===== src/source/store_pkg.sv =====
package store_pkg;

    // funct3 store widths
    localparam logic [2:0] FNC_SB = 3'b000;
    localparam logic [2:0] FNC_SH = 3'b001;
    localparam logic [2:0] FNC_SW = 3'b010;

    // store target after region decode
    localparam logic [1:0] REGION_NONE = 2'd0;
    localparam logic [1:0] REGION_DMEM = 2'd1;
    localparam logic [1:0] REGION_IMEM = 2'd2;
    localparam logic [1:0] REGION_IO   = 2'd3;

    localparam int DMEM_WORDS = 256;
    localparam int DMEM_AW    = 8;

    // word-aligned offsets inside the I/O block
    localparam logic [12:0] IO_UART_TX      = 13'h0008;
    localparam logic [12:0] IO_COUNTER_RST  = 13'h0018;
    localparam logic [12:0] IO_LEDS         = 13'h0030;
    localparam logic [12:0] IO_TX_DUTY      = 13'h0034;
    localparam logic [12:0] IO_TX           = 13'h0038;
    localparam logic [12:0] IO_DAC_SRC      = 13'h0040;
    localparam logic [12:0] IO_GSR          = 13'h0100;
    localparam logic [12:0] IO_SINE_SCALE   = 13'h0200;
    localparam logic [12:0] IO_SQUARE_SCALE = 13'h0204;
    localparam logic [12:0] IO_TRI_SCALE    = 13'h0208;
    localparam logic [12:0] IO_SAW_SCALE    = 13'h020C;
    localparam logic [12:0] IO_FCW          = 13'h1000;
    localparam logic [12:0] IO_NOTE_START   = 13'h1004;
    localparam logic [12:0] IO_NOTE_RELEASE = 13'h1008;

    // the same store address seen by the memories and by the I/O block
    typedef union packed {
        struct packed {
            logic               io;        // bit 31
            logic               rsvd30;
            logic               imem;      // bit 29
            logic               dmem;      // bit 28
            logic [17:0]        rsvd;
            logic [DMEM_AW-1:0] word;
            logic [1:0]         byte_off;
        } mem_view;
        struct packed {
            logic        io;
            logic [17:0] rsvd;
            logic [12:0] offset;           // byte offset, word aligned
        } io_view;
    } store_addr_u;

endpackage


===== src/source/store_route.sv =====
`timescale 1ns/1ps

module store_route (
    input  logic        clk,
    input  logic        rst,
    input  logic        a_valid,
    output logic        a_ready,
    input  logic [31:0] a_addr,
    input  logic [31:0] a_data,
    input  logic [3:0]  a_mask,
    input  logic        a_pc30,
    output logic        r_dmem_we,
    output logic        r_io_we,
    output logic [31:0] r_addr,
    output logic [31:0] r_data,
    output logic [3:0]  r_mask,
    output logic        imem_valid,
    input  logic        imem_ready,
    output logic [31:0] imem_addr,
    output logic [31:0] imem_data,
    output logic [3:0]  imem_wea
);

    store_pkg::store_addr_u addr_u;
    logic [1:0]             region;
    logic                   take;

    assign addr_u = a_addr;

    // first set region bit wins
    always_comb begin
        if (addr_u.mem_view.io) begin
            region = store_pkg::REGION_IO;
        end else if (addr_u.mem_view.dmem) begin
            region = store_pkg::REGION_DMEM;
        end else if (addr_u.mem_view.imem && a_pc30) begin
            region = store_pkg::REGION_IMEM;
        end else begin
            region = store_pkg::REGION_NONE;  // dropped
        end
    end

    assign a_ready = !imem_valid || imem_ready;
    assign take    = a_valid && a_ready && (|a_mask);

    always_ff @(posedge clk) begin
        if (rst) begin
            r_dmem_we  <= 1'b0;
            r_io_we    <= 1'b0;
            imem_valid <= 1'b0;
        end else begin
            r_dmem_we <= take && (region == store_pkg::REGION_DMEM);
            r_io_we   <= take && (region == store_pkg::REGION_IO);
            if (a_ready) begin
                imem_valid <= take && (region == store_pkg::REGION_IMEM);
            end
        end
    end

    always_ff @(posedge clk) begin
        if (a_valid && a_ready) begin
            r_addr <= a_addr;
            r_data <= a_data;
            r_mask <= a_mask;
        end
    end

    assign imem_addr = r_addr;
    assign imem_data = r_data;
    assign imem_wea  = imem_valid ? r_mask : 4'b0000;

    one_target: assert property (@(posedge clk) disable iff (rst)
        $onehot0({r_dmem_we, r_io_we, imem_valid}));

    // stalled request stays put until taken
    imem_hold: assert property (@(posedge clk) disable iff (rst)
        imem_valid && !imem_ready |=> imem_valid && $stable(imem_addr)
            && $stable(imem_data) && $stable(imem_wea));

endmodule


===== config.mk =====
export PLATFORM = sky130hd
export DESIGN_NAME = store_route
export DESIGN_NICKNAME = d
export VERILOG_FILES = /design/src/source/store_pkg.sv /design/src/source/store_route.sv
export SDC_FILE = /design/constraint.sdc
export NUM_CORES = 1
export LEC_CHECK = 0
export ABC_CLOCK_PERIOD_IN_PS = 2530
export BUFFER_PORTS_ARGS = -buffer_cell sky130_fd_sc_hd__buf_2
export CORE_MARGIN = 1
export CORE_UTILIZATION = 35
export CTS_CLUSTER_DIAMETER = 150
export DETAILED_ROUTE_END_ITERATION = 6
export GPL_ROUTABILITY_DRIVEN = 0
export GPL_TIMING_DRIVEN = 0
export PLACE_DENSITY_LB_ADDON = 0.25
export RECOVER_POWER = 50
export SETUP_SLACK_MARGIN = 0.4
export SLEW_MARGIN = 20
export SYNTH_ARGS = -nofsm -noshare
export SYNTH_HDL_FRONTEND = slang
export SYNTH_SLANG_ARGS = --single-unit
export TNS_END_PERCENT = 20

===== constraint.sdc =====
create_clock -name clk -period 2.53 [get_ports clk]
set_input_delay 0.3795 -clock clk [delete_from_list [all_inputs] [get_ports clk]]
set_output_delay 0.3795 -clock clk [all_outputs]
set_load 0.05 [all_outputs]

==> reports/results.txt, run 1 <==
Seq/Total Area, Yosys = 77.3%
Setup violations, final = 0
Root buffer cell = clkbuf_8
IO Port Bufs = 212
Number of synthesized flops with an enable pin = 68
YS warnings = 0
Synth Register Bits = 71
Ys flop type = edfxtp_1
Post-Syn Instances = 150
Final worst slack = 808 ps
Clock-pin slew on the worst setup and hold paths = 80 ps
Layout fillers = 688
Initial core utilization = 36.9%
WHS = 214 ps
Asr flop ratio synth = 0%
Worst setup path category = reg2reg
Total wire length = 6.33 mm
GR Overflow Total = 0
Critical Path, Cell by Cell = nor2b_1, inv_1, and2_4
Top delay family on crit path = simple AND/OR/NAND/NOR gates
Largest stage delay, worst path = 700 ps
Sw Ratio = 31.4%
Vias per cell = 4.08
Final hold viol count = 0
Drt pass-1 iters = 4
CTS tree = done
Power share of the sequential group = 46.2%
Final core utilization = 54.4%
Mux share of post-synthesis cell area = 0%
Largest family of logic cells by synthesized area = buffers and inverters
Core Area = 7370 um^2
Slowest CP cell = and2_4
Clock network fraction of total power = 31.7%
Yosys cell types = 14
CP arrival = 1670 ps
Synth top area share = 75.1%
Status = complete, no violations
Cts hold-fix bufs = 0
Synth cell count leaders = edfxtp_1 (68), buf_4 (64), and2_2 (4)
Maximum clock insertion buffer count = 2
Layout cells sized above 1 = 58.7%
Worst path required time = 2480 ps
Power Dens Cells = 753 nW/um^2
Synth-to-Final Area Change = 47.5%
Max Slew Vio Count = 0
CP startpoint kind = flop
Area fraction in compound gates after synthesis = 0.276%
Area contributors post-synth = edfxtp_1 (75%), buf_4 (18%), dfxtp_1 (2.2%)
Post-DP HPWL = 4.79 mm
Cell row count = 31
Clock Skews = 9.38 ps
Adder-Cell Fraction of Synth Area = 0%
Highest ir drop seen on vdd = 321 uV
Die Y-Extent = 90.1 um
Mapped Area = 2720 um^2
Syn_area_per_cell = 18.1 um^2
CTS resizes = 0
IO Pins = 213
Count leader, synth = edfxtp_1
Post-Synth XOR/XNOR Area = 0%
Die X = 90.1 um
Place WS = 779 ps
Comb power frac = 22.0%
Initial antenna violation count = 0
Area of the multi-input gates = 121 um^2
First-pass GRT wire length = 9.27 mm
Total power = 3020 uW
Post-Syn Nets = 223
Total CTS buffers = 9
Worst skew pair latency = 330 ps
Worst hold path class = in2reg
Critical path buffers and inverters = 1
Switching pwr = 948 uW
CP max FO = 68
Slew HR = 42.5%
DRT antenna net count = 0
Max Clk Rate = 581 MHz
Final Cycle Share = 68.1%
Synth Area in Simple Gates = 4.60%
H-Tree Depth = 3
Remaining DRCs = 0
N_diodes = 0
Slew @ Worst Pin = 863 ps
Area leader, netlist = edfxtp_1
Die area = 8120 um^2
Total negative slack = 0 ps
Static Leak = 0.00178 uW
Internal power = 2070 uW
Pin count of the biggest net entering global routing = 69
CTS sink count = 71
Post-CTS Setup Bufs = 0
Total global-route track usage = 15.2%
Starting DRT DRC Count = 89
# nets final = 446
DR vias = 1944
Avg WL per Cell = 13.3 um
Crit path time final = 1720 ps
Reported max-cap violation count = 0
Worst Setup End Kind = flop
Vias in the first global route = 1906
RSZ-0062 raised after global routing = no
Register area = 2100 um^2
-- worst paths after layout --
path | slack, ps | start | to | depth (start not counted)
worst max-delay path | 810 | imem_valid | imem_addr[16] | 3
worst min-delay path | 210 | a_addr[1] | imem_addr[1] | 1
worst max register to register | 810 | imem_valid | imem_addr[16] | 3
worst min register to register | 630 | imem_valid | imem_valid | 2
-- sequential cells by signal, summed over array words and instances (netlist names) --
name        flops
imem_valid      1
r_mask          4
r_io_we         1
imem_data      32
imem_addr      32
r_dmem_we       1
-- power by group through the flow --
stage               Sequential [uW]  Combinational [uW]  Clock [uW]
floorplan                      1630                 299           0
global placement               1420                 684           0
detailed placement             1420                 689           0
CTS                            1400                 690         988
global route                   1400                 689        1030
finish                         1400                 665         958
-- kinds of logic after synthesis --
group | count (synthesis)
DFF | 71
buffers and inverters | 65
and+or+nand+nor | 13
AOI/OAI and AO/OA | 1
-- layout by cell type, fill, tap and decap left out, drive strengths merged --
master / count
edfxtp: 68
nor4: 2
nor4b: 1
inv: 1
dfxtp: 3
or3b: 1
buf: 201
clkbuf: 84
clkinv: 5
nor2b: 1
and2: 5
nand2b: 2
o31ai: 1
bufinv: 2
nand4bb: 1
-- metrics by stage --
stage / cells / area, um^2
3_3_place_gp: 461 / 3910
2_1_floorplan: 150 / 2720
5_1_grt: 477 / 4010
6_report: 477 / 4010
3_5_place_dp: 461 / 3910
4_1_cts: 477 / 4120
-- layout make-up --
cell class	count	share of cell area (%)
Timing Repair Buffer	212	24.1
Buffer	64	12.0
Clock inverter	7	2.18
Tap cell	99	3.09
Sequential cell	71	52.4
Clock buffer	9	3.09
Inverter	1	0.0936
Multi-Input combinational cell	14	3.03
-- per-layer routing --
metal,track usage (%),vias up,routed length [um]
li1,-,916,-
met1,16.9,878,2430
met2,25.8,141,3150
met3,5.33,9,656
met4,7.26,0,88
met5,0,-,0
(Power assumes the default switching activity.)
==> inputs of run 2 (changes only) <==
ABC_CLOCK_PERIOD_IN_PS = 1400   (was 2530)
clock period = 1.4 ns   (was 2.53 ns; I/O delays follow)
==> reports/results.txt, run 2 (synthesis gave the netlist of run 1 again) <==
Status = complete, no violations
R2R Path Start = imem_valid
Max Clk Rate = 715 MHz
WHS = 50.2 ps
Slew HR = 78.1%
Power share of the sequential group = 43.6%
IO Pins = 213
Static Leak = 0.00236 uW
Worst setup path category = reg2out
Cell row count = 31
RSZ-0062 raised after global routing = yes
Total negative slack = 0 ps
Crit Reg-Reg Endpoint = imem_data[17]
Final hold viol count = 0
Total wire length = 8.84 mm
CP startpoint kind = flop
GR Overflow Total = 0
Die Y-Extent = 90.1 um
Crit path time final = 1400 ps
Setup crit start = imem_valid
Slew @ Worst Pin = 324 ps
Switching pwr = 1790 uW
Setup crit end = a_ready
Core Area = 7370 um^2
CTS tree = done
Final Cycle Share = 99.8%
Clock-pin slew on the worst setup and hold paths = 80 ps
Synth-to-Final Area Change = 92.0%
Largest stage delay, worst path = 350 ps
H-Tree Depth = 3
Placed cell area = 3910 um^2
Layout cells sized above 1 = 76.9%
Drt pass-1 iters = 4
Critical path buffers and inverters = 2
Clock network fraction of total power = 29.1%
Worst hold path class = in2reg
DRT antenna net count = 0
Vias in the first global route = 2199
Internal power = 4070 uW
CP Depth = 3
Root buffer cell = clkbuf_8
Remaining DRCs = 0
Cts hold-fix bufs = 0
CTS sink count = 71
Avg WL per Cell = 18.1 um
IO Port Bufs = 212
Starting DRT DRC Count = 65
Die area = 8120 um^2
CP max FO = 4
Post-DP HPWL = 4.57 mm
Hold depth = 1
CP arrival = 1190 ps
Worst path required time = 1190 ps
Total global-route track usage = 21.6%
Critical Path, Cell by Cell = nor2b_4, clkinvlp_4, buf_8
Number of instances in the placed design = 461
N_diodes = 0
Worst-case reg-to-reg path depth = 5
Initial antenna violation count = 0
First-pass GRT wire length = 12.8 mm
Most frequent cells in the layout = buf_6 (76), buf_8 (69), edfxtp_1 (68)
Slowest CP cell = dfxtp_4
Reported max-cap violation count = 0
Highest ir drop seen on vdd = 760 uV
Most common cell after layout, fill and taps aside = buf_6
Post-route insts no fill = 489
Vias per cell = 4.31
DR vias = 2107
Die X = 90.1 um
Initial core utilization = 36.9%
Top delay family on crit path = flip-flops
Pin count of the biggest net entering global routing = 35
Total CTS buffers = 9
Worst skew pair latency = 330 ps
Comb power frac = 27.3%
Fin area = 5220 um^2
Max Slew Vio Count = 0
Setup violations, final = 0
R2R setup slack = 20 ps
Worst Setup End Kind = output port
# nets final = 458
Sw Ratio = 30.6%
Maximum clock insertion buffer count = 2
Clock Skews = 5.57 ps
Power Dens Cells = 1120 nW/um^2
-- run 2: cell count changes in the layout (fill, tap and decap cells not counted), moves of 2 or more --
cell	previous run	this run
clkbuf_2	0	59
clkbuf_1	75	13
buf_2	137	61
dfxtp_2	0	2
clkinv_2	3	1
buf_6	0	76
and2_4	1	11
dfxtp_1	3	0
buf_8	0	69
buf_4	64	5
and2_2	4	0
-- run 2: repair_timing --
action / 4_1_cts / 5_1_grt
resized for setup: 425 / 6
buffers inserted: 3 / 3
cloned: 3 / 3
setup endpoints to repair: 208 / 210
pin swaps: 2 / 0
-- run 2: worst register-to-register path, stage by stage, from the launching register on --
cell and delay [ps]:
dfxtp_4 350, nor2b_4 160, clkinvlp_4 160, buf_4 170, buf_6 110, and2_4 190
-- run 2: through the flow --
stage / worst slack, ps / util, % / total power, uW
detailed placement: -273 / 53.1 / 3800
floorplan: -343 / - / 3490
global placement: -252 / 53.1 / 3790
CTS: -19.0 / 75.4 / 5980
global route: -43.6 / 70.8 / 6050
finish: 2.14 / 70.8 / 5860
-- run 2: how the worst min path moves through the flow --
stage	startpoint	endpoint	slack (ps)
after floorplan	a_addr[0]	imem_addr[0]	310
after CTS	a_data[30]	imem_data[30]	40
final	a_data[9]	imem_data[9]	50
after detailed placement	a_data[29]	imem_data[29]	390
after global routing	a_data[9]	imem_data[9]	20
after global placement	a_addr[19]	imem_addr[19]	390
-- run 2: layout make-up --
| class | instances | area [um^2] |
|---|---|---|
| sequential | 71 | 2110 |
| timing repair buffer | 218 | 1870 |
| clock inverter | 5 | 72.6 |
| inverter | 1 | 7.51 |
| tap | 99 | 124 |
| clock buffer | 11 | 131 |
| fill | 523 | 2150 |
| multi-input combinational | 20 | 186 |
| buffer | 64 | 721 |
-- run 2: per-layer routing --
layer / GRT usage, % / vias to the layer above / routed length [um]
li1: - / 948 / -
met1: 20.5 / 1011 / 2840
met3: 5.84 / 20 / 534
met2: 42.4 / 128 / 5220
met4: 9.68 / 0 / 246
met5: 0 / - / 0
-- run 2: power by group through the flow --
| stage | logic, uW | clock network, uW | registers (uW) |
|---|---|---|---|
| after CTS | 1680 | 1730 | 2570 |
| after global placement | 1230 | 0 | 2560 |
| final | 1600 | 1710 | 2550 |
| after floorplan | 541 | 0 | 2950 |
| after global routing | 1640 | 1840 | 2570 |
| after detailed placement | 1240 | 0 | 2570 |
