File: config.mk
export PLATFORM = sky130hd
export DESIGN_NAME = store_align
export DESIGN_NICKNAME = d
export VERILOG_FILES = /design/src/source/store_pkg.sv /design/src/source/store_align.sv
export SDC_FILE = /design/constraint.sdc
export NUM_CORES = 1
export LEC_CHECK = 0
export BUFFER_PORTS_ARGS = -buffer_cell sky130_fd_sc_hd__clkbuf_2
export CAP_MARGIN = 40
export CORE_MARGIN = 2
export CORE_UTILIZATION = 44
export CTS_CLUSTER_SIZE = 10
export DETAILED_ROUTE_END_ITERATION = 10
export PLACE_DENSITY = 0.79
export SETUP_SLACK_MARGIN = 0.3
export SYNTH_ARGS = -nofsm -noshare
export SYNTH_HDL_FRONTEND = slang
export SYNTH_SLANG_ARGS = --single-unit
File: constraint.sdc
create_clock -name clk -period 2.65 [get_ports clk]
set_input_delay 0 -clock clk [delete_from_list [all_inputs] [get_ports clk]]
set_output_delay 0 -clock clk [all_outputs]
set_load 0.02 [all_outputs]
File: src/source/store_pkg.sv
package store_pkg;

    // funct3 store widths
    localparam logic [2:0] FNC_SB = 3'b000;
    localparam logic [2:0] FNC_SH = 3'b001;
    localparam logic [2:0] FNC_SW = 3'b010;

    // store target after region decode
    localparam logic [1:0] REGION_NONE = 2'd0;
    localparam logic [1:0] REGION_DMEM = 2'd1;
    localparam logic [1:0] REGION_IMEM = 2'd2;
    localparam logic [1:0] REGION_IO   = 2'd3;

    localparam int DMEM_WORDS = 256;
    localparam int DMEM_AW    = 8;

    // word-aligned offsets inside the I/O block
    localparam logic [12:0] IO_UART_TX      = 13'h0008;
    localparam logic [12:0] IO_COUNTER_RST  = 13'h0018;
    localparam logic [12:0] IO_LEDS         = 13'h0030;
    localparam logic [12:0] IO_TX_DUTY      = 13'h0034;
    localparam logic [12:0] IO_TX           = 13'h0038;
    localparam logic [12:0] IO_DAC_SRC      = 13'h0040;
    localparam logic [12:0] IO_GSR          = 13'h0100;
    localparam logic [12:0] IO_SINE_SCALE   = 13'h0200;
    localparam logic [12:0] IO_SQUARE_SCALE = 13'h0204;
    localparam logic [12:0] IO_TRI_SCALE    = 13'h0208;
    localparam logic [12:0] IO_SAW_SCALE    = 13'h020C;
    localparam logic [12:0] IO_FCW          = 13'h1000;
    localparam logic [12:0] IO_NOTE_START   = 13'h1004;
    localparam logic [12:0] IO_NOTE_RELEASE = 13'h1008;

    // the same store address seen by the memories and by the I/O block
    typedef union packed {
        struct packed {
            logic               io;        // bit 31
            logic               rsvd30;
            logic               imem;      // bit 29
            logic               dmem;      // bit 28
            logic [17:0]        rsvd;
            logic [DMEM_AW-1:0] word;
            logic [1:0]         byte_off;
        } mem_view;
        struct packed {
            logic        io;
            logic [17:0] rsvd;
            logic [12:0] offset;           // byte offset, word aligned
        } io_view;
    } store_addr_u;

endpackage

File: src/source/store_align.sv
`timescale 1ns/1ps

module store_align (
    input  logic        clk,
    input  logic        rst,
    input  logic        st_valid,
    output logic        st_ready,
    input  logic [31:0] st_addr,
    input  logic [31:0] st_data,
    input  logic [2:0]  st_funct3,
    input  logic        pc30,
    output logic        a_valid,
    input  logic        a_ready,
    output logic [31:0] a_addr,
    output logic [31:0] a_data,
    output logic [3:0]  a_mask,
    output logic        a_pc30
);

    logic [31:0] data_c;
    logic [3:0]  mask_c;

    // lane placement from funct3 and the low address bits
    always_comb begin
        mask_c = 4'b0000;
        data_c = st_data;
        case (st_funct3)
            store_pkg::FNC_SB: begin
                mask_c = 4'b0001 << st_addr[1:0];
                data_c = {24'b0, st_data[7:0]} << {st_addr[1:0], 3'b000};
            end
            store_pkg::FNC_SH: begin
                if (st_addr[1]) begin
                    mask_c = 4'b1100;
                    data_c = {st_data[15:0], 16'b0};
                end else begin
                    mask_c = 4'b0011;
                    data_c = {16'b0, st_data[15:0]};
                end
            end
            store_pkg::FNC_SW: begin
                mask_c = 4'b1111;
            end
            default: begin
                mask_c = 4'b0000;  // unsupported width, writes nothing
            end
        endcase
    end

    assign st_ready = !a_valid || a_ready;

    always_ff @(posedge clk) begin
        if (rst) begin
            a_valid <= 1'b0;
        end else if (st_ready) begin
            a_valid <= st_valid;
        end
    end

    always_ff @(posedge clk) begin
        if (st_valid && st_ready) begin
            a_addr <= st_addr;
            a_data <= data_c;
            a_mask <= mask_c;
            a_pc30 <= pc30;
        end
    end

    a_mask_legal: assert property (@(posedge clk) disable iff (rst)
        a_valid |-> a_mask inside {4'b0000, 4'b0001, 4'b0010, 4'b0100, 4'b1000,
                                   4'b0011, 4'b1100, 4'b1111});

endmodule

==> results.toml, run 1 <==
[route]
antenna_left = 0
via_per_inst = 4.97
wl_um = 7790
dr.pass1.iters = 4
drt_iter0_markers = 125
vias = 2246
route.detailed.drc = 0
wire_per_inst_um = 17.2

[clock_tree]
insertion_delay_ns = 0.36
cts_buffers = 9
ctsRootBufferMaster = "clkbuf_8"
cts_max_level = 3
cts_sinks = 70
cts_tree = "done"
clk_path_buf_depth = 2
clk_pin_slew_ns = 0.09
cts_resized = 0

[grt]
grt_first_pass_wirelength_um = 10900
antenna_found_initial = 0
use_met3_pct = 7.14
first_global_vias = 2111
grt_util_met1_pct = 26.4
gr-total-overflow = 0
grtUsageMet2_pct = 40.5
grt.total_usage_pct = 23.2
top_usage_layer = "met2"
grt_max_degree = 70

[die]
start_util_pct = 45.3
die_h_um = 81.9
num_io_pins = 143
core-area_mm2 = 0.00589
die_w_um = 81.9
rows = 28
die_area_mm2 = 0.00670

[sta]
worst_pin_slew_ns = 0.903
fin_ws_ns = 0.649
worst_hold_slack_ns = 0.00264
layout_min_cycle_time_ns = 2.00
finalClockSkew_ns = 0.0168
hold_violations = 0
timing.slew.headroom_pct = 39.8
slew_viol_final = 0
setup_tns_ns = 0
rsz0062_at_grt = "no"
max_freq_ghz = 0.500
fin_crit_sh_pct = 75.5
setup_viol = 0

[logic_synthesis]
avgSynthCellArea_um2 = 16.4
yosysSeqAreaShare_pct = 78.4
ys_ff_latch = 70
syn_nets = 235
synth-xor-area-share_pct = 0
synthAdderAreaFrac_pct = 0
ys_warn_count = 0
synth_compound_area_share_pct = 11.8
synth_area_leader_cell = "edfxtp_1"
synth_mux_area_share_pct = 0
synth_top_family_by_area = "compound AO/OA/AOI/OAI gates"
ys_top_cells_by_area = "edfxtp_1 78%, a22oi_1 4.5%, o21ai_0 3.2%, a22o_1 2.6%, nand2_1 2.4%"
synth_top_area_share_pct = 77.6
syn-instance-count = 163
yosysUniqueCellTypes = 19
synth_area_mm2 = 0.00267
synth_simple_gate_area_share_pct = 7.83

[place]
place_ws_ns = 1.06
io_buffers = 142
hpwlAfterDp_um = 4880
post_dp_cell_area_mm2 = 0.00345
dp.cells = 374
gp_congestion = 0.741

[pwr]
leakage_nw = 1.83
p_per_area_mw_per_mm2 = 587
vdd_drop_max_uv = 387
finalPower_mw = 2.49

[final_layout]
drive_above_1_share_pct = 42.7
n_antenna_cell = 0
nNetsFinal = 444
nFillCells = 414
finalInstanceArea_mm2 = 0.00424
finalNonFillerCells = 452
area_growth_pct = 58.8
utilization_pct = 72.0

[worst_setup_path]
cp_max_fo = 11
worst_setup_path_end_kind = "register"
cp.arrival_ns = 2.22
crit_path_start_kind = "input port"
crit_required_ns = 2.87
r2r_setup_slack_ns = 1.34
setup.worst_path.class = "in -> reg"

[outcome]
status = "finished, final reports clean"

[worst_hold_path]
hp-class = "in -> reg"

[run]
max_cap_viol_count = 0
[logic make-up (layout without fill, tap and decap cells)]
| logic type | after synthesis | after routing |
|---|---|---|
| buffers and inverters | 9 | 223 |
| AOI/OAI and AO/OA | 47 | 47 |
| and+or+nand+nor | 37 | 37 |
| DFF | 70 | 70 |
[cells in the mapped netlist, drive strengths merged]
cell type / instances
edfxtp: 69
nand2: 17
o21ai: 17
a22oi: 16
and2: 9
a22o: 8
buf: 5
nor2: 4
o21a: 4
clkbuf: 3
nor2b: 3
a21oi: 2
dfxtp: 1
inv: 1
nand2b: 1
nor3b: 1
nor4b: 1
or2: 1
[placed cells by master, fill, tap and decap left out]
cell           count
a21oi_1            2
a22o_1             8
a22oi_1           16
and2_1             8
and2_2             1
buf_12             1
buf_4              1
clkbuf_2         142
clkbuf_8           9
clkinv_1           2
clkinv_2           2
clkinv_4           1
clkinvlp_4         2
dfxtp_1            1
dlygate4sd3_1     62
edfxtp_1          69
inv_1              1
nand2_1           17
nand2b_1           1
nor2_1             4
nor2b_1            3
nor3b_4            1
nor4b_4            1
o21a_1             4
o21ai_0           17
or2_1              1
[critical path, stage by stage]
cell and delay, ns:
dlygate4sd3_1 0.53, clkbuf_2 0.13, nor2b_1 0.14, buf_4 0.20, nor3b_4 0.39, a22o_1 0.22
dlygate4sd3_1 0.60
[routing by layer]
layer | wire (um) | share of wire [%]
met5 | 0 | 0
met4 | 153 | 2.0
met3 | 698 | 9.0
met2 | 4100 | 53
met1 | 2830 | 36
[state kept, by name (all words and copies together) (netlist names)]
register  count
a_valid       1
a_addr       32
a_mask        4
a_data       32
a_pc30        1
[worst paths after layout]
| path | startpoint | to | cells after the start |
|---|---|---|---|
| setup / recovery | st_addr[0] | a_data[22]$_DFFE_PP_ | 7 |
| hold / removal | st_data[9] | a_data[9]$_DFFE_PP_ | 3 |
| setup reg to reg | a_valid$_SDFFE_PP0N_ | a_data[16]$_DFFE_PP_ | 3 |
| hold reg to reg | a_valid$_SDFFE_PP0N_ | a_addr[19]$_DFFE_PP_ | 3 |
[report_power, final]
group,internal [mW],switching (mW)
logic,0.180,0.233
registers,1.30,0.0237
clock network,0.331,0.417
[cell type report]
type	count	area, um^2	share of cell area, %
flip-flops and latches	70	2090	49.4
repair buffers	206	1360	32.1
multi-input cells	84	526	12.4
clock buffers	9	124	2.92
well taps	75	93.8	2.21
clock inverters	7	41.3	0.974
inverters	1	3.75	0.0885
[timing repair]
| item | CTS | global route |
|---|---|---|
| hold buffers | 62 | 0 |
| endpoints found under the hold margin | 59 | 0 |
| endpoints found under the setup margin | 0 | 0 |
| setup buffers | 0 | 0 |
No activity file was read; power rests on OpenSTA's default activity.
==> run 2: changes to the inputs <==
- CORE_UTILIZATION: 44 -> 40
- PLACE_DENSITY: 0.79 -> 0.76
- clock period: 2.65 -> 1.72 ns (I/O delays scaled with it)
==> run 2 against run 1 <==
Worst setup slack worse by 0.25 ns. Global-route usage shrank 4.8 points. Total power up 58%. Highest routed layer unchanged. Clock-buffer cell count is the same. Critical path depth stayed put. Sequential share of layout area is 0.059 points higher. Worst hold slack improved by 0.0020 ns.
==> results.toml, run 2 (synthesized netlist as in run 1, its figures left out) <==
[sta]
rsz0062_at_grt = "no"
hold_violations = 0
timing.slew.headroom_pct = 68.3
fin_crit_sh_pct = 77.0
layout_min_cycle_time_ns = 1.32
slew_viol_final = 0
finalClockSkew_ns = 0.00517
setup_viol = 0
max_freq_ghz = 0.755
setup_tns_ns = 0
worst_pin_slew_ns = 0.474

[die]
core-area_mm2 = 0.00639
die_w_um = 85.7
die_area_mm2 = 0.00734
die_h_um = 85.7
rows = 29
start_util_pct = 41.8
num_io_pins = 143

[final_layout]
drive_above_1_share_pct = 45.4
multi_input_area_um2 = 542
area_growth_pct = 58.9
layout_commonest_cell = "clkbuf_2"
finalInstanceArea_mm2 = 0.00424
final_cell_mix = "142 x clkbuf_2, 69 x edfxtp_1, 53 x dlygate4sd3_1"
seqCellArea_mm2 = 0.00210
nFillCells = 490
nNetsFinal = 439
n_antenna_cell = 0
reg_top3 = "a_addr: 32 flops, a_data: 32 flops, a_mask: 4 flops"

[worst_setup_path]
timing.rr.start = "a_valid$_SDFFE_PP0N_"
r2r-end = "a_addr[14]$_DFFE_PP_"
cp_cell_sequence = "dlygate4sd3_1, clkbuf_2, nor2b_4, buf_6, nor3b_4, buf_4, a22o_1"
crit_path_start_kind = "input port"
cpPeakStageDelay_ns = 0.52
cp_max_fo = 9
crit_required_ns = 1.81
r2r_setup_slack_ns = 0.41
worst_setup_path_end_kind = "register"
reg2reg_depth = 3
setup.worst_path.class = "in -> reg"
slowest_stage = "dlygate4sd3_1"
cp.arrival_ns = 1.42

[pwr]
vdd_drop_max_uv = 532
power.internal_mw = 2.94
pwr-share-comb_pct = 15.8
switchingPower_mw = 0.990
sequentialPowerShare_pct = 51.9
p_per_area_mw_per_mm2 = 927
leakage_nw = 1.84
switching_share_pct = 25.2
clkPwrFrac_pct = 32.3

[route]
route.detailed.drc = 0
wl_um = 6820
dr.pass1.iters = 4
via_per_inst = 4.90
wire_per_inst_um = 15.2
drt_iter0_markers = 85
antenna_left = 0
vias = 2201

[worst_hold_path]
hp-class = "in -> reg"
min_delay_worst_endpoint = "a_data[10]$_DFFE_PP_"
worstHoldStart = "st_data[10]"
hold_depth = 3

[clock_tree]
clk_path_buf_depth = 2
cts_max_level = 3
ctsRootBufferMaster = "clkbuf_8"
cts_sinks = 70
insertion_delay_ns = 0.34
cts_tree = "done"
cts_buffers = 9
clk_pin_slew_ns = 0.07

[grt]
first_global_vias = 2160
antenna_found_initial = 0
grt_max_degree = 27
grt_first_pass_wirelength_um = 10200
gr-total-overflow = 0
grt.total_usage_pct = 18.4

[place]
hpwlAfterDp_um = 4640
post_dp_cell_area_mm2 = 0.00350
io_buffers = 142
gp_congestion = 0.728

[run]
max_cap_viol_count = 0

[outcome]
status = "finished, final reports clean"
==> run 2: changes by cell type in the layout (fill, tap and decap cells not counted), sizes merged <==
cell         delta
dlygate4sd3     -9
buf             +4
bufinv          +1
clkinvlp        -1
==> run 2: final cells by class <==
| type | instances | share of cell area (%) |
|---|---|---|
| inverters | 1 | 0.0885 |
| clock buffers | 9 | 2.92 |
| clock inverters | 7 | 1.53 |
| flip-flops and latches | 70 | 49.4 |
| repair buffers | 201 | 31.0 |
| multi-input cells | 84 | 12.8 |
| well taps | 77 | 2.27 |
==> run 2: critical path: cells and delay by family <==
family | cells | cell delay [ns]
buffers and inverters | 4 | 0.99
AOI/OAI and AO/OA | 1 | 0.18
and+or+nand+nor | 2 | 0.24
==> run 2: power by group through the flow <==
stage / sequential (mW) / combinational, mW / clock [mW]
after detailed placement: 2.08 / 0.524 / 0
final: 2.04 / 0.623 / 1.27
after CTS: 2.04 / 0.622 / 1.31
after global placement: 2.08 / 0.513 / 0
after floorplan: 2.22 / 0.141 / 0
after global routing: 2.05 / 0.669 / 1.38
==> run 2: worst max-delay path by stage <==
stage | cells after the start | from | end | slack [ns]
3_5_place_dp | 5 | st_funct3[0] | a_data[23]$_DFFE_PP_ | 0.33
4_1_cts | 6 | st_addr[0] | a_data[23]$_DFFE_PP_ | 0.33
5_1_grt | 5 | st_addr[0] | a_data[13]$_DFFE_PP_ | 0.32
2_1_floorplan | 2 | a_valid$_SDFFE_PP0N_ | a_addr[0]$_DFFE_PP_ | 0.29
3_3_place_gp | 5 | st_funct3[0] | a_data[22]$_DFFE_PP_ | 0.39
6_report | 7 | st_addr[0] | a_data[23]$_DFFE_PP_ | 0.40
==> run 2: stage by stage <==
step           instances  setup slack (ns)  hold WS [ns]  total power [mW]  utilization (%)
3_3_place_gp         378             0.386         0.145              2.59             54.7
3_5_place_dp         378             0.333         0.155              2.60             54.7
2_1_floorplan        163             0.285        0.0594              2.36                -
4_1_cts              447             0.330       0.00102              3.97             66.0
6_report             449             0.396       0.00463              3.93             66.4
5_1_grt              449             0.320       0.00184              4.10             66.4
==> run 2: layer usage <==
metal  vias up  global-route usage (%)  part of all wire, %
li1       1038                       -                    -
met1      1027                    21.7                   39
met2       120                    31.7                   51
met3        16                    4.72                  8.2
met4         0                    8.23                  2.1
met5         -                       0                    0
==> run 2: repair_timing <==
item                                    CTS  global route
buffers inserted                          0             2
resized for setup                         0             4
hold endpoints to repair                 52             0
endpoints found under the setup margin    0            16
hold buffers                             53             0
