<file path="src/source/store_pkg.sv">
package store_pkg;

    // funct3 store widths
    localparam logic [2:0] FNC_SB = 3'b000;
    localparam logic [2:0] FNC_SH = 3'b001;
    localparam logic [2:0] FNC_SW = 3'b010;

    // store target after region decode
    localparam logic [1:0] REGION_NONE = 2'd0;
    localparam logic [1:0] REGION_DMEM = 2'd1;
    localparam logic [1:0] REGION_IMEM = 2'd2;
    localparam logic [1:0] REGION_IO   = 2'd3;

    localparam int DMEM_WORDS = 256;
    localparam int DMEM_AW    = 8;

    // word-aligned offsets inside the I/O block
    localparam logic [12:0] IO_UART_TX      = 13'h0008;
    localparam logic [12:0] IO_COUNTER_RST  = 13'h0018;
    localparam logic [12:0] IO_LEDS         = 13'h0030;
    localparam logic [12:0] IO_TX_DUTY      = 13'h0034;
    localparam logic [12:0] IO_TX           = 13'h0038;
    localparam logic [12:0] IO_DAC_SRC      = 13'h0040;
    localparam logic [12:0] IO_GSR          = 13'h0100;
    localparam logic [12:0] IO_SINE_SCALE   = 13'h0200;
    localparam logic [12:0] IO_SQUARE_SCALE = 13'h0204;
    localparam logic [12:0] IO_TRI_SCALE    = 13'h0208;
    localparam logic [12:0] IO_SAW_SCALE    = 13'h020C;
    localparam logic [12:0] IO_FCW          = 13'h1000;
    localparam logic [12:0] IO_NOTE_START   = 13'h1004;
    localparam logic [12:0] IO_NOTE_RELEASE = 13'h1008;

    // the same store address seen by the memories and by the I/O block
    typedef union packed {
        struct packed {
            logic               io;        // bit 31
            logic               rsvd30;
            logic               imem;      // bit 29
            logic               dmem;      // bit 28
            logic [17:0]        rsvd;
            logic [DMEM_AW-1:0] word;
            logic [1:0]         byte_off;
        } mem_view;
        struct packed {
            logic        io;
            logic [17:0] rsvd;
            logic [12:0] offset;           // byte offset, word aligned
        } io_view;
    } store_addr_u;

endpackage

</file>
<file path="src/source/io_regs.sv">
`timescale 1ns/1ps

module io_regs (
    input  logic        clk,
    input  logic        rst,
    input  logic        we,
    input  logic [31:0] io_addr,
    input  logic [31:0] wdata,
    input  logic [3:0]  wea,
    output logic [31:0] leds,
    output logic [31:0] tx_duty,
    output logic [31:0] tx_word,
    output logic [31:0] dac_source,
    output logic [31:0] sine_scale,
    output logic [31:0] square_scale,
    output logic [31:0] tri_scale,
    output logic [31:0] saw_scale,
    output logic [31:0] fcw,
    output logic        uart_tx_we,
    output logic [7:0]  uart_tx_data,
    output logic        counter_reset,
    output logic        gsr,
    output logic        note_start,
    output logic        note_release
);

    store_pkg::store_addr_u io_u;
    logic [12:0]            off;
    logic                   wr;
    logic                   any;

    function automatic logic [31:0] merge(input logic [31:0] old_val,
                                          input logic [31:0] new_val,
                                          input logic [3:0]  mask);
        logic [31:0] res;
        res = old_val;
        for (int b = 0; b < 4; b++) begin
            if (mask[b]) begin
                res[b*8 +: 8] = new_val[b*8 +: 8];
            end
        end
        return res;
    endfunction

    assign io_u = io_addr;
    assign off  = io_u.io_view.offset;
    assign wr   = we && io_u.io_view.io;
    assign any  = wr && (|wea);

    always_ff @(posedge clk) begin
        if (rst) begin
            leds          <= '0;
            tx_duty       <= '0;
            tx_word       <= '0;
            dac_source    <= '0;
            sine_scale    <= '0;
            square_scale  <= '0;
            tri_scale     <= '0;
            saw_scale     <= '0;
            fcw           <= '0;
            uart_tx_we    <= 1'b0;
            uart_tx_data  <= '0;
            counter_reset <= 1'b0;
            gsr           <= 1'b0;
            note_start    <= 1'b0;
            note_release  <= 1'b0;
        end else begin
            // single cycle strobes
            uart_tx_we    <= wr && wea[0] && (off == store_pkg::IO_UART_TX);
            counter_reset <= any && (off == store_pkg::IO_COUNTER_RST);
            gsr           <= any && (off == store_pkg::IO_GSR);
            note_start    <= any && (off == store_pkg::IO_NOTE_START);
            note_release  <= any && (off == store_pkg::IO_NOTE_RELEASE);
            if (wr) begin
                case (off)
                    store_pkg::IO_UART_TX: begin
                        if (wea[0]) begin
                            uart_tx_data <= wdata[7:0];
                        end
                    end
                    store_pkg::IO_LEDS:         leds         <= merge(leds, wdata, wea);
                    store_pkg::IO_TX_DUTY:      tx_duty      <= merge(tx_duty, wdata, wea);
                    store_pkg::IO_TX:           tx_word      <= merge(tx_word, wdata, wea);
                    store_pkg::IO_DAC_SRC:      dac_source   <= merge(dac_source, wdata, wea);
                    store_pkg::IO_SINE_SCALE:   sine_scale   <= merge(sine_scale, wdata, wea);
                    store_pkg::IO_SQUARE_SCALE: square_scale <= merge(square_scale, wdata, wea);
                    store_pkg::IO_TRI_SCALE:    tri_scale    <= merge(tri_scale, wdata, wea);
                    store_pkg::IO_SAW_SCALE:    saw_scale    <= merge(saw_scale, wdata, wea);
                    store_pkg::IO_FCW:          fcw          <= merge(fcw, wdata, wea);
                    default: ;  // not in map
                endcase
            end
        end
    end

endmodule

</file>
<file path="config.mk">
export PLATFORM = sky130hd
export DESIGN_NAME = io_regs
export DESIGN_NICKNAME = d
export VERILOG_FILES = /design/src/source/store_pkg.sv /design/src/source/io_regs.sv
export SDC_FILE = /design/constraint.sdc
export NUM_CORES = 1
export LEC_CHECK = 0
export BUFFER_PORTS_ARGS = -buffer_cell sky130_fd_sc_hd__buf_2
export CORE_MARGIN = 4
export CORE_UTILIZATION = 29
export CTS_CLUSTER_SIZE = 10
export DETAILED_ROUTE_END_ITERATION = 6
export PLACE_DENSITY = 0.62
export SYNTH_ARGS = -nofsm -noshare
export SYNTH_HDL_FRONTEND = slang
export SYNTH_SLANG_ARGS = --single-unit
</file>
<file path="constraint.sdc">
create_clock -name clk -period 1.6 [get_ports clk]
set_clock_uncertainty 0.05 [all_clocks]
set_input_delay 0.16 -clock clk [delete_from_list [all_inputs] [get_ports clk]]
set_output_delay 0.16 -clock clk [all_outputs]
set_load 0.03 [all_outputs]
</file>
==> impl_summary.log, run 1 <==
[metrics] DP Area: 15,400 um2
[metrics] number of buffers on the longest clock path: 3
[metrics] Filler cells: 4,107
[metrics] Final Max Slew Viols: 0
[metrics] cell family contributing the most delay on the critical path: simple AND/OR/NAND/NOR gates
[metrics] post-route DRC violation count: 0
[metrics] Req. time, crit path: 2.01 ns
[metrics] DRC violation total after the first TritonRoute iteration: 788
[metrics] syn_nets: 1,391
[metrics] worst hold slack: 0.0293 ns
[metrics] flip-flop and latch count after synthesis: 301
[metrics] uppermost layer routed: met4
[metrics] Initial Util: 29.5%
[metrics] setup slack on the worst flop-to-flop path: 0.77 ns
[metrics] DRT met1 WL: 19,200 um
[metrics] RSZ-0062 raised after global routing: no
[metrics] area taken by flip-flops and latches: 6030 um2
[metrics] Synthesis Warnings: 0
[metrics] Hold Path Class: in -> reg
[metrics] status: completed
[metrics] instance count along the most critical hold path: 4
[metrics] startpoint class of the critical path: primary input
[metrics] final worst-path cycle share: 97.2%
[metrics] CTS sink count: 301
[metrics] power per standard cell area: 984 nW/um2
[metrics] pin count of the biggest net entering global routing: 55
[metrics] number of cells on the worst reg-to-reg path: 3
[metrics] fmax: 0.643 GHz
[metrics] Final HPWL DP: 31,800 um
[metrics] remaining global-route overflow: 0
[metrics] num ports: 372
[metrics] number of H-tree levels: 2
[metrics] number of vias in the routed layout: 10,800
[metrics] area of all placed cells without fillers: 16,600 um2
[metrics] total power consumption of the routed design: 16.4 mW
[metrics] count of antenna-violating nets left after detailed routing: 0
[metrics] placeable core region: 41,100 um2
[metrics] Total Routing Usage GR: 18.6%
[metrics] final period demand of the worst path: 1.56 ns
[metrics] via count of the first global-routing pass: 10,700
[metrics] series of cell instances along the critical path: buf_2 -> nor4b_1 -> buf_4 -> nand4_4 -> buf_12 -> or2_0 -> o21ai_1
[metrics] TritonCTS clock tree: built
[metrics] Die X: 213 um
[metrics] Port Buf Inserts: 353
[metrics] final number of hold-violating endpoints: 0
[metrics] reg-to-reg endpoint: tx_duty[15]
[metrics] footprint of the multi-input gates: 5720 um2
[metrics] number of antenna violations at the first check in global routing: 3
[metrics] number of distinct library cells after synthesis: 29
[metrics] top library cells by usage in the layout, fill and taps aside: buf_2, dfxtp_1, o21ai_0
[metrics] Die Footprint: 45,200 um2
[metrics] Final setup viols: 0
[metrics] layout cells sized above 1: 31.9%
[metrics] leading cell type in the layout, fill and taps excluded: buf_2
[metrics] final RePlAce weighted congestion: 0.796
[metrics] Worst EP arrival: 1.97 ns
[metrics] worst path buffer plus inverter count: 3
[metrics] global-route wire length before repair: 65,000 um
[metrics] beginning of the worst register-to-register path: tx_duty[15]
[metrics] worst IR drop on VDD: 0.000621 V
[metrics] type of the worst setup path: in -> reg
[metrics] routed wl met2: 20,400 um
[metrics] clock buffer count from CTS: 38
[metrics] Routed WL: 43,700 um
[metrics] max-capacitance violation count: 0
[metrics] Worst Setup End Kind: flip-flop
[metrics] area growth from synthesis to layout: 37.1%
[metrics] Post-Syn Area per Cell: 9.20 um2
[metrics] final-stage net count: 1,790
[metrics] Synth Cell Area: 12,100 um2
[metrics] end point of the most critical hold path: sine_scale[23]
[metrics] Vias/cell: 4.76
[metrics] floorplan die height: 213 um
[metrics] worst-case headroom to the max-slew limit: 60.2%
[metrics] gate count of the mapped netlist: 1,320
[metrics] clk_lat worst skew: 0.54 ns
[metrics] Reg clk slew, reported paths: 0.05 ns
[metrics] row count: 74
[metrics] post-synthesis sequential area ratio: 49.6%
[metrics] Met3 Wirelength: 3170 um
[metrics] DRT Pass-1 Iters: 5
[metrics] static power due to leakage: 6.98 nW
[metrics] master of the slowest instance on the critical path: nor4b_1
[metrics] Slowest Stage Delay on Critical Path: 0.56 ns
[metrics] Worst-Margin Slew: 0.588 ns
[metrics] cell chosen for the clock root: clkbuf_16
[metrics] final routed wire length divided by cell count: 19.3 um
[metrics] maximum fanout along the worst path: 8
[metrics] worst min-delay path startpoint: wdata[23]
worst register-to-register path, delay by kind of cell, from the launching register on:
kind | cells | cell delay [ns]
flip-flops | 1 | 0.32
AND/OR/NAND/NOR | 1 | 0.13
AO/OA/AOI/OAI | 2 | 0.19
worst max-delay path by stage:
stage	startpoint	end	slack (ns)	cells past startpoint
3_5_place_dp	io_addr[4]	dac_source[14]	-0.49	7
2_1_floorplan	io_addr[1]	dac_source[11]	-0.1	5
6_report	io_addr[4]	dac_source[14]	0.04	7
5_1_grt	rst	saw_scale[27]	0.03	5
4_1_cts	io_addr[4]	dac_source[14]	0.07	7
3_3_place_gp	io_addr[4]	dac_source[14]	-0.50	7
cell type report:
cell class	instances	area share, %
diodes	3	0.0451
clock buffers	51	6.57
clock inverters	4	0.436
multi-input cells	896	34.4
flip-flops and latches	301	36.2
well taps	532	4.00
repair buffers	482	18.4
stage by stage:
step	util (%)	setup slack (ns)	TNS [ns]	std cells
2_1_floorplan	-	-0.0968	-11.13	1320
3_3_place_gp	37.4	-0.501	-35.51	2200
3_5_place_dp	37.4	-0.492	-41.77	2200
4_1_cts	40.5	0.0674	0	2266
5_1_grt	40.5	0.0271	0	2268
6_report	40.5	0.0447	0	2269
layer usage:
layer,track usage [%],vias to the layer above
li1,-,5244
met1,24.3,5171
met2,30.5,332
met3,5.19,61
met4,4.73,0
met5,0,-
Yosys cell counts (all sizes together):
library cell / number / share of area, %
and3: 6 / 0.31
and4bb: 1 / 0.10
buf: 21 / 0.80
clkbuf: 102 / 3.2
dfxtp: 301 / 50
mux2i: 112 / 9.2
nand2: 8 / 0.25
nand2b: 148 / 7.6
nand3: 13 / 0.95
nand3b: 2 / 0.12
nand4: 5 / 0.51
nor2: 17 / 0.79
nor2b: 185 / 9.5
nor3: 3 / 0.12
nor3b: 1 / 0.062
nor4: 4 / 0.38
nor4b: 3 / 0.22
o21ai: 368 / 15
or2: 19 / 0.98
or3: 1 / 0.052
kinds of logic (layout without fill, tap and decap cells):
group,count (synthesis),after routing,synth area share (%)
simple gates,416,416,22.0
other cells,0,3,0
flops,301,301,49.6
mux,112,112,9.23
buf+inv,123,537,3.96
compound gates,368,368,15.2
power by group:
part	switching (mW)	total (mW)	leakage [nW]	internal, mW
logic	0.447	0.700	3.99	0.254
clock network	3.14	8.18	0.567	5.04
registers	0.0000630	7.50	2.42	7.50
total	3.59	16.4	6.98	12.8
registers in the layout, summed over array words and instances, names as in the netlist, 8 cells and up:
signal and cells:
dac_source 32, fcw 32, leds 32, saw_scale 32, sine_scale 32, square_scale 32, tri_scale 32, tx_duty 32
tx_word 32, uart_tx_data 8
what timing repair did:
item / 4_1_cts / 5_1_grt
hold endpoints to repair: 17 / 0
gates resized for setup: 0 / 0
setup buffers: 0 / 0
hold buffers: 11 / 0
setup endpoints to repair: 0 / 0
(Power assumes the default switching activity.)
==> run 2: changes to the inputs <==
CORE_ASPECT_RATIO = 0.8   (was not set)
SLEW_MARGIN = 20   (was not set)
==> impl_summary.log, run 2 (synthesis results as in run 1) <==
[metrics] status: completed
[metrics] maximum fanout along the worst path: 4 (-4)
[metrics] worst path buffer plus inverter count: 4 (+1)
[metrics] final period demand of the worst path: 1.54 ns (-0.0107 ns)
[metrics] # placed instances: 2,202 (+0.091%)
[metrics] DRC violation total after the first TritonRoute iteration: 710 (-9.9%)
[metrics] Finished Core Util: 39.8% (-0.71 points)
[metrics] row count: 66 (-11%)
[metrics] switching share of power: 22.1% (+0.18 points)
[metrics] cell chosen for the clock root: clkbuf_16
[metrics] power per standard cell area: 942 nW/um2 (-4.3%)
[metrics] static power due to leakage: 6.81 nW (-2.4%)
[metrics] Logic pwr share: 4.3% (about the same)
[metrics] Port Buf Inserts: 353 (unchanged)
[metrics] Setup TNS Final: 0 ns (unchanged)
[metrics] final worst-path cycle share: 96.5% (-0.67 points)
[metrics] Internal Pwr Total: 12.0 mW (-6.5%)
[metrics] type of the worst setup path: in -> reg
[metrics] num ports: 372 (unchanged)
[metrics] Req. time, crit path: 1.99 ns (-0.02 ns)
[metrics] Die Footprint: 45,200 um2 (about the same)
[metrics] Worst-Margin Slew: 0.614 ns (+0.0260 ns)
[metrics] worst IR drop on VDD: 0.000488 V (-21%)
[metrics] final routed wire length divided by cell count: 19.1 um (-0.76%)
[metrics] fmax: 0.647 GHz (+0.70%)
[metrics] Setup Slack @ Placement: -0.209 ns (+0.283 ns)
[metrics] top library cells by usage in the layout, fill and taps aside: buf_2, dfxtp_1, o21ai_0
[metrics] Filler cells: 4,140 (+0.80%)
[metrics] global-route wire length before repair: 65,300 um (+0.45%)
[metrics] Reg clk slew, reported paths: 0.05 ns (about the same)
[metrics] Routed WL: 43,000 um (-1.6%)
[metrics] final number of hold-violating endpoints: 0 (unchanged)
[metrics] pin count of the biggest net entering global routing: 40 (-27%)
[metrics] Hold Path Class: in -> reg
[metrics] via count of the first global-routing pass: 10,700 (+0.49%)
[metrics] Final Worst Setup Slack: 0.0554 ns (+0.0107 ns)
[metrics] max-capacitance violation count: 0 (unchanged)
[metrics] count of antenna-violating nets left after detailed routing: 0 (unchanged)
[metrics] DP Area: 15,300 um2 (-0.55%)
[metrics] Vias/cell: 4.81 (+0.99%)
[metrics] Final setup viols: 0 (unchanged)
[metrics] number of buffers on the longest clock path: 3 (unchanged)
[metrics] number of antenna violations at the first check in global routing: 0 (-3)
[metrics] leading cell type in the layout, fill and taps excluded: buf_2
[metrics] area of all placed cells without fillers: 16,300 um2 (-2.1%)
[metrics] startpoint class of the critical path: primary input
[metrics] area growth from synthesis to layout: 34.2%
[metrics] cell family contributing the most delay on the critical path: buffers and inverters
[metrics] CTS sink count: 301 (unchanged)
[metrics] global-route met3 utilization: 4.37% (-0.82 points)
[metrics] Final HPWL DP: 30,900 um (-2.9%)
[metrics] clock buffer count from CTS: 36 (-5.3%)
[metrics] final RePlAce weighted congestion: 0.804 (+1.1%)
[metrics] Flop pwr share: 48.8% (+3.0 points)
[metrics] RSZ-0062 raised after global routing: no
[metrics] Die X: 237 um (+11%)
[metrics] Slowest Stage Delay on Critical Path: 0.58 ns (+0.02 ns)
[metrics] series of cell instances along the critical path: buf_2 -> nor4b_2 -> buf_4 -> nand3_1 -> buf_4 -> nor4_1 -> dlygate4sd3_1
[metrics] total net switching power: 3.39 mW (-5.5%)
[metrics] remaining global-route overflow: 0 (unchanged)
[metrics] routing usage on met1: 24.7% (+0.35 points)
[metrics] number of H-tree levels: 2 (unchanged)
[metrics] GR peak layer: met2
[metrics] Worst Setup End Kind: flip-flop
[metrics] placeable core region: 41,000 um2 (-0.37%)
[metrics] Initial Util: 29.6% (+0.11 points)
[metrics] Worst EP arrival: 1.93 ns (-0.04 ns)
[metrics] TritonCTS clock tree: built
[metrics] floorplan die height: 191 um (-10%)
[metrics] final-stage net count: 1,771 (-1.1%)
[metrics] clock network power share: 46.8% (-3.1 points)
[metrics] clk_lat worst skew: 0.50 ns (-0.04 ns)
[metrics] worst-case headroom to the max-slew limit: 59.1% (-1.2 points)
[metrics] crit-path most repeated cell: buf_4
[metrics] number of standard cells in the layout, taps in and fillers out: 2,249 (-0.88%)
[metrics] Total Routing Usage GR: 18.2% (-0.42 points)
[metrics] post-route DRC violation count: 0 (unchanged)
[metrics] number of vias in the routed layout: 10,800 (+0.10%)
[metrics] layout cells sized above 1: 31.4% (-0.51 points)
[metrics] DRT Pass-1 Iters: 5 (unchanged)
[metrics] Final Max Slew Viols: 0 (unchanged)
[metrics] number of diodes added for antenna fixing: 0 (-3)
[metrics] M2 GR Usage: 29.8% (-0.68 points)
[metrics] master of the slowest instance on the critical path: dlygate4sd3_1
[metrics] total power consumption of the routed design: 15.4 mW (-6.3%)
[metrics] worst hold slack: 0.0486 ns (+0.0193 ns)
-- run 2: cell type report --
class | count | area (um2) | area share (%)
Clock buffer | 43 | 978 | 6.00
Multi-Input combinational cell | 896 | 5720 | 35.1
Sequential cell | 301 | 6030 | 37.0
Tap cell | 544 | 681 | 4.18
Timing Repair Buffer | 465 | 2890 | 17.7
-- run 2: worst min-delay path: stages --
cell,delay [ns]
buf_2,0.08
nand2b_1,0.04
buf_4,0.17
o21ai_1,0.11
-- run 2: per-layer routing --
layer	up-vias	part of all wire, %
li1	5182	-
met1	5183	45
met2	398	46
met3	56	7.3
met4	0	1.6
met5	-	0
-- run 2: final timing paths --
path	startpoint	endpoint	slack (ns)	depth (start not counted)
worst max-delay path	io_addr[1]	counter_reset	0.06	7
worst min-delay path	wdata[14]	leds[14]	0.05	4
worst max register to register	dac_source[21]	dac_source[21]	0.75	3
worst min register to register	square_scale[26]	square_scale[26]	0.42	2
-- run 2: repair_timing --
action / 4_1_cts / 5_1_grt
hold buffers: 4 / 0
setup buffers: 0 / 0
hold endpoints to repair: 2 / 0
setup endpoints to repair: 0 / 0
gates resized for setup: 0 / 0
-- run 2: power by group through the flow --
stage	clock network [mW]	logic [mW]	registers [mW]
detailed placement	0	0.661	7.66
finish	7.19	0.662	7.50
CTS	7.38	0.666	7.50
global route	7.65	0.711	7.49
floorplan	0	0.321	7.66
global placement	0	0.657	7.66
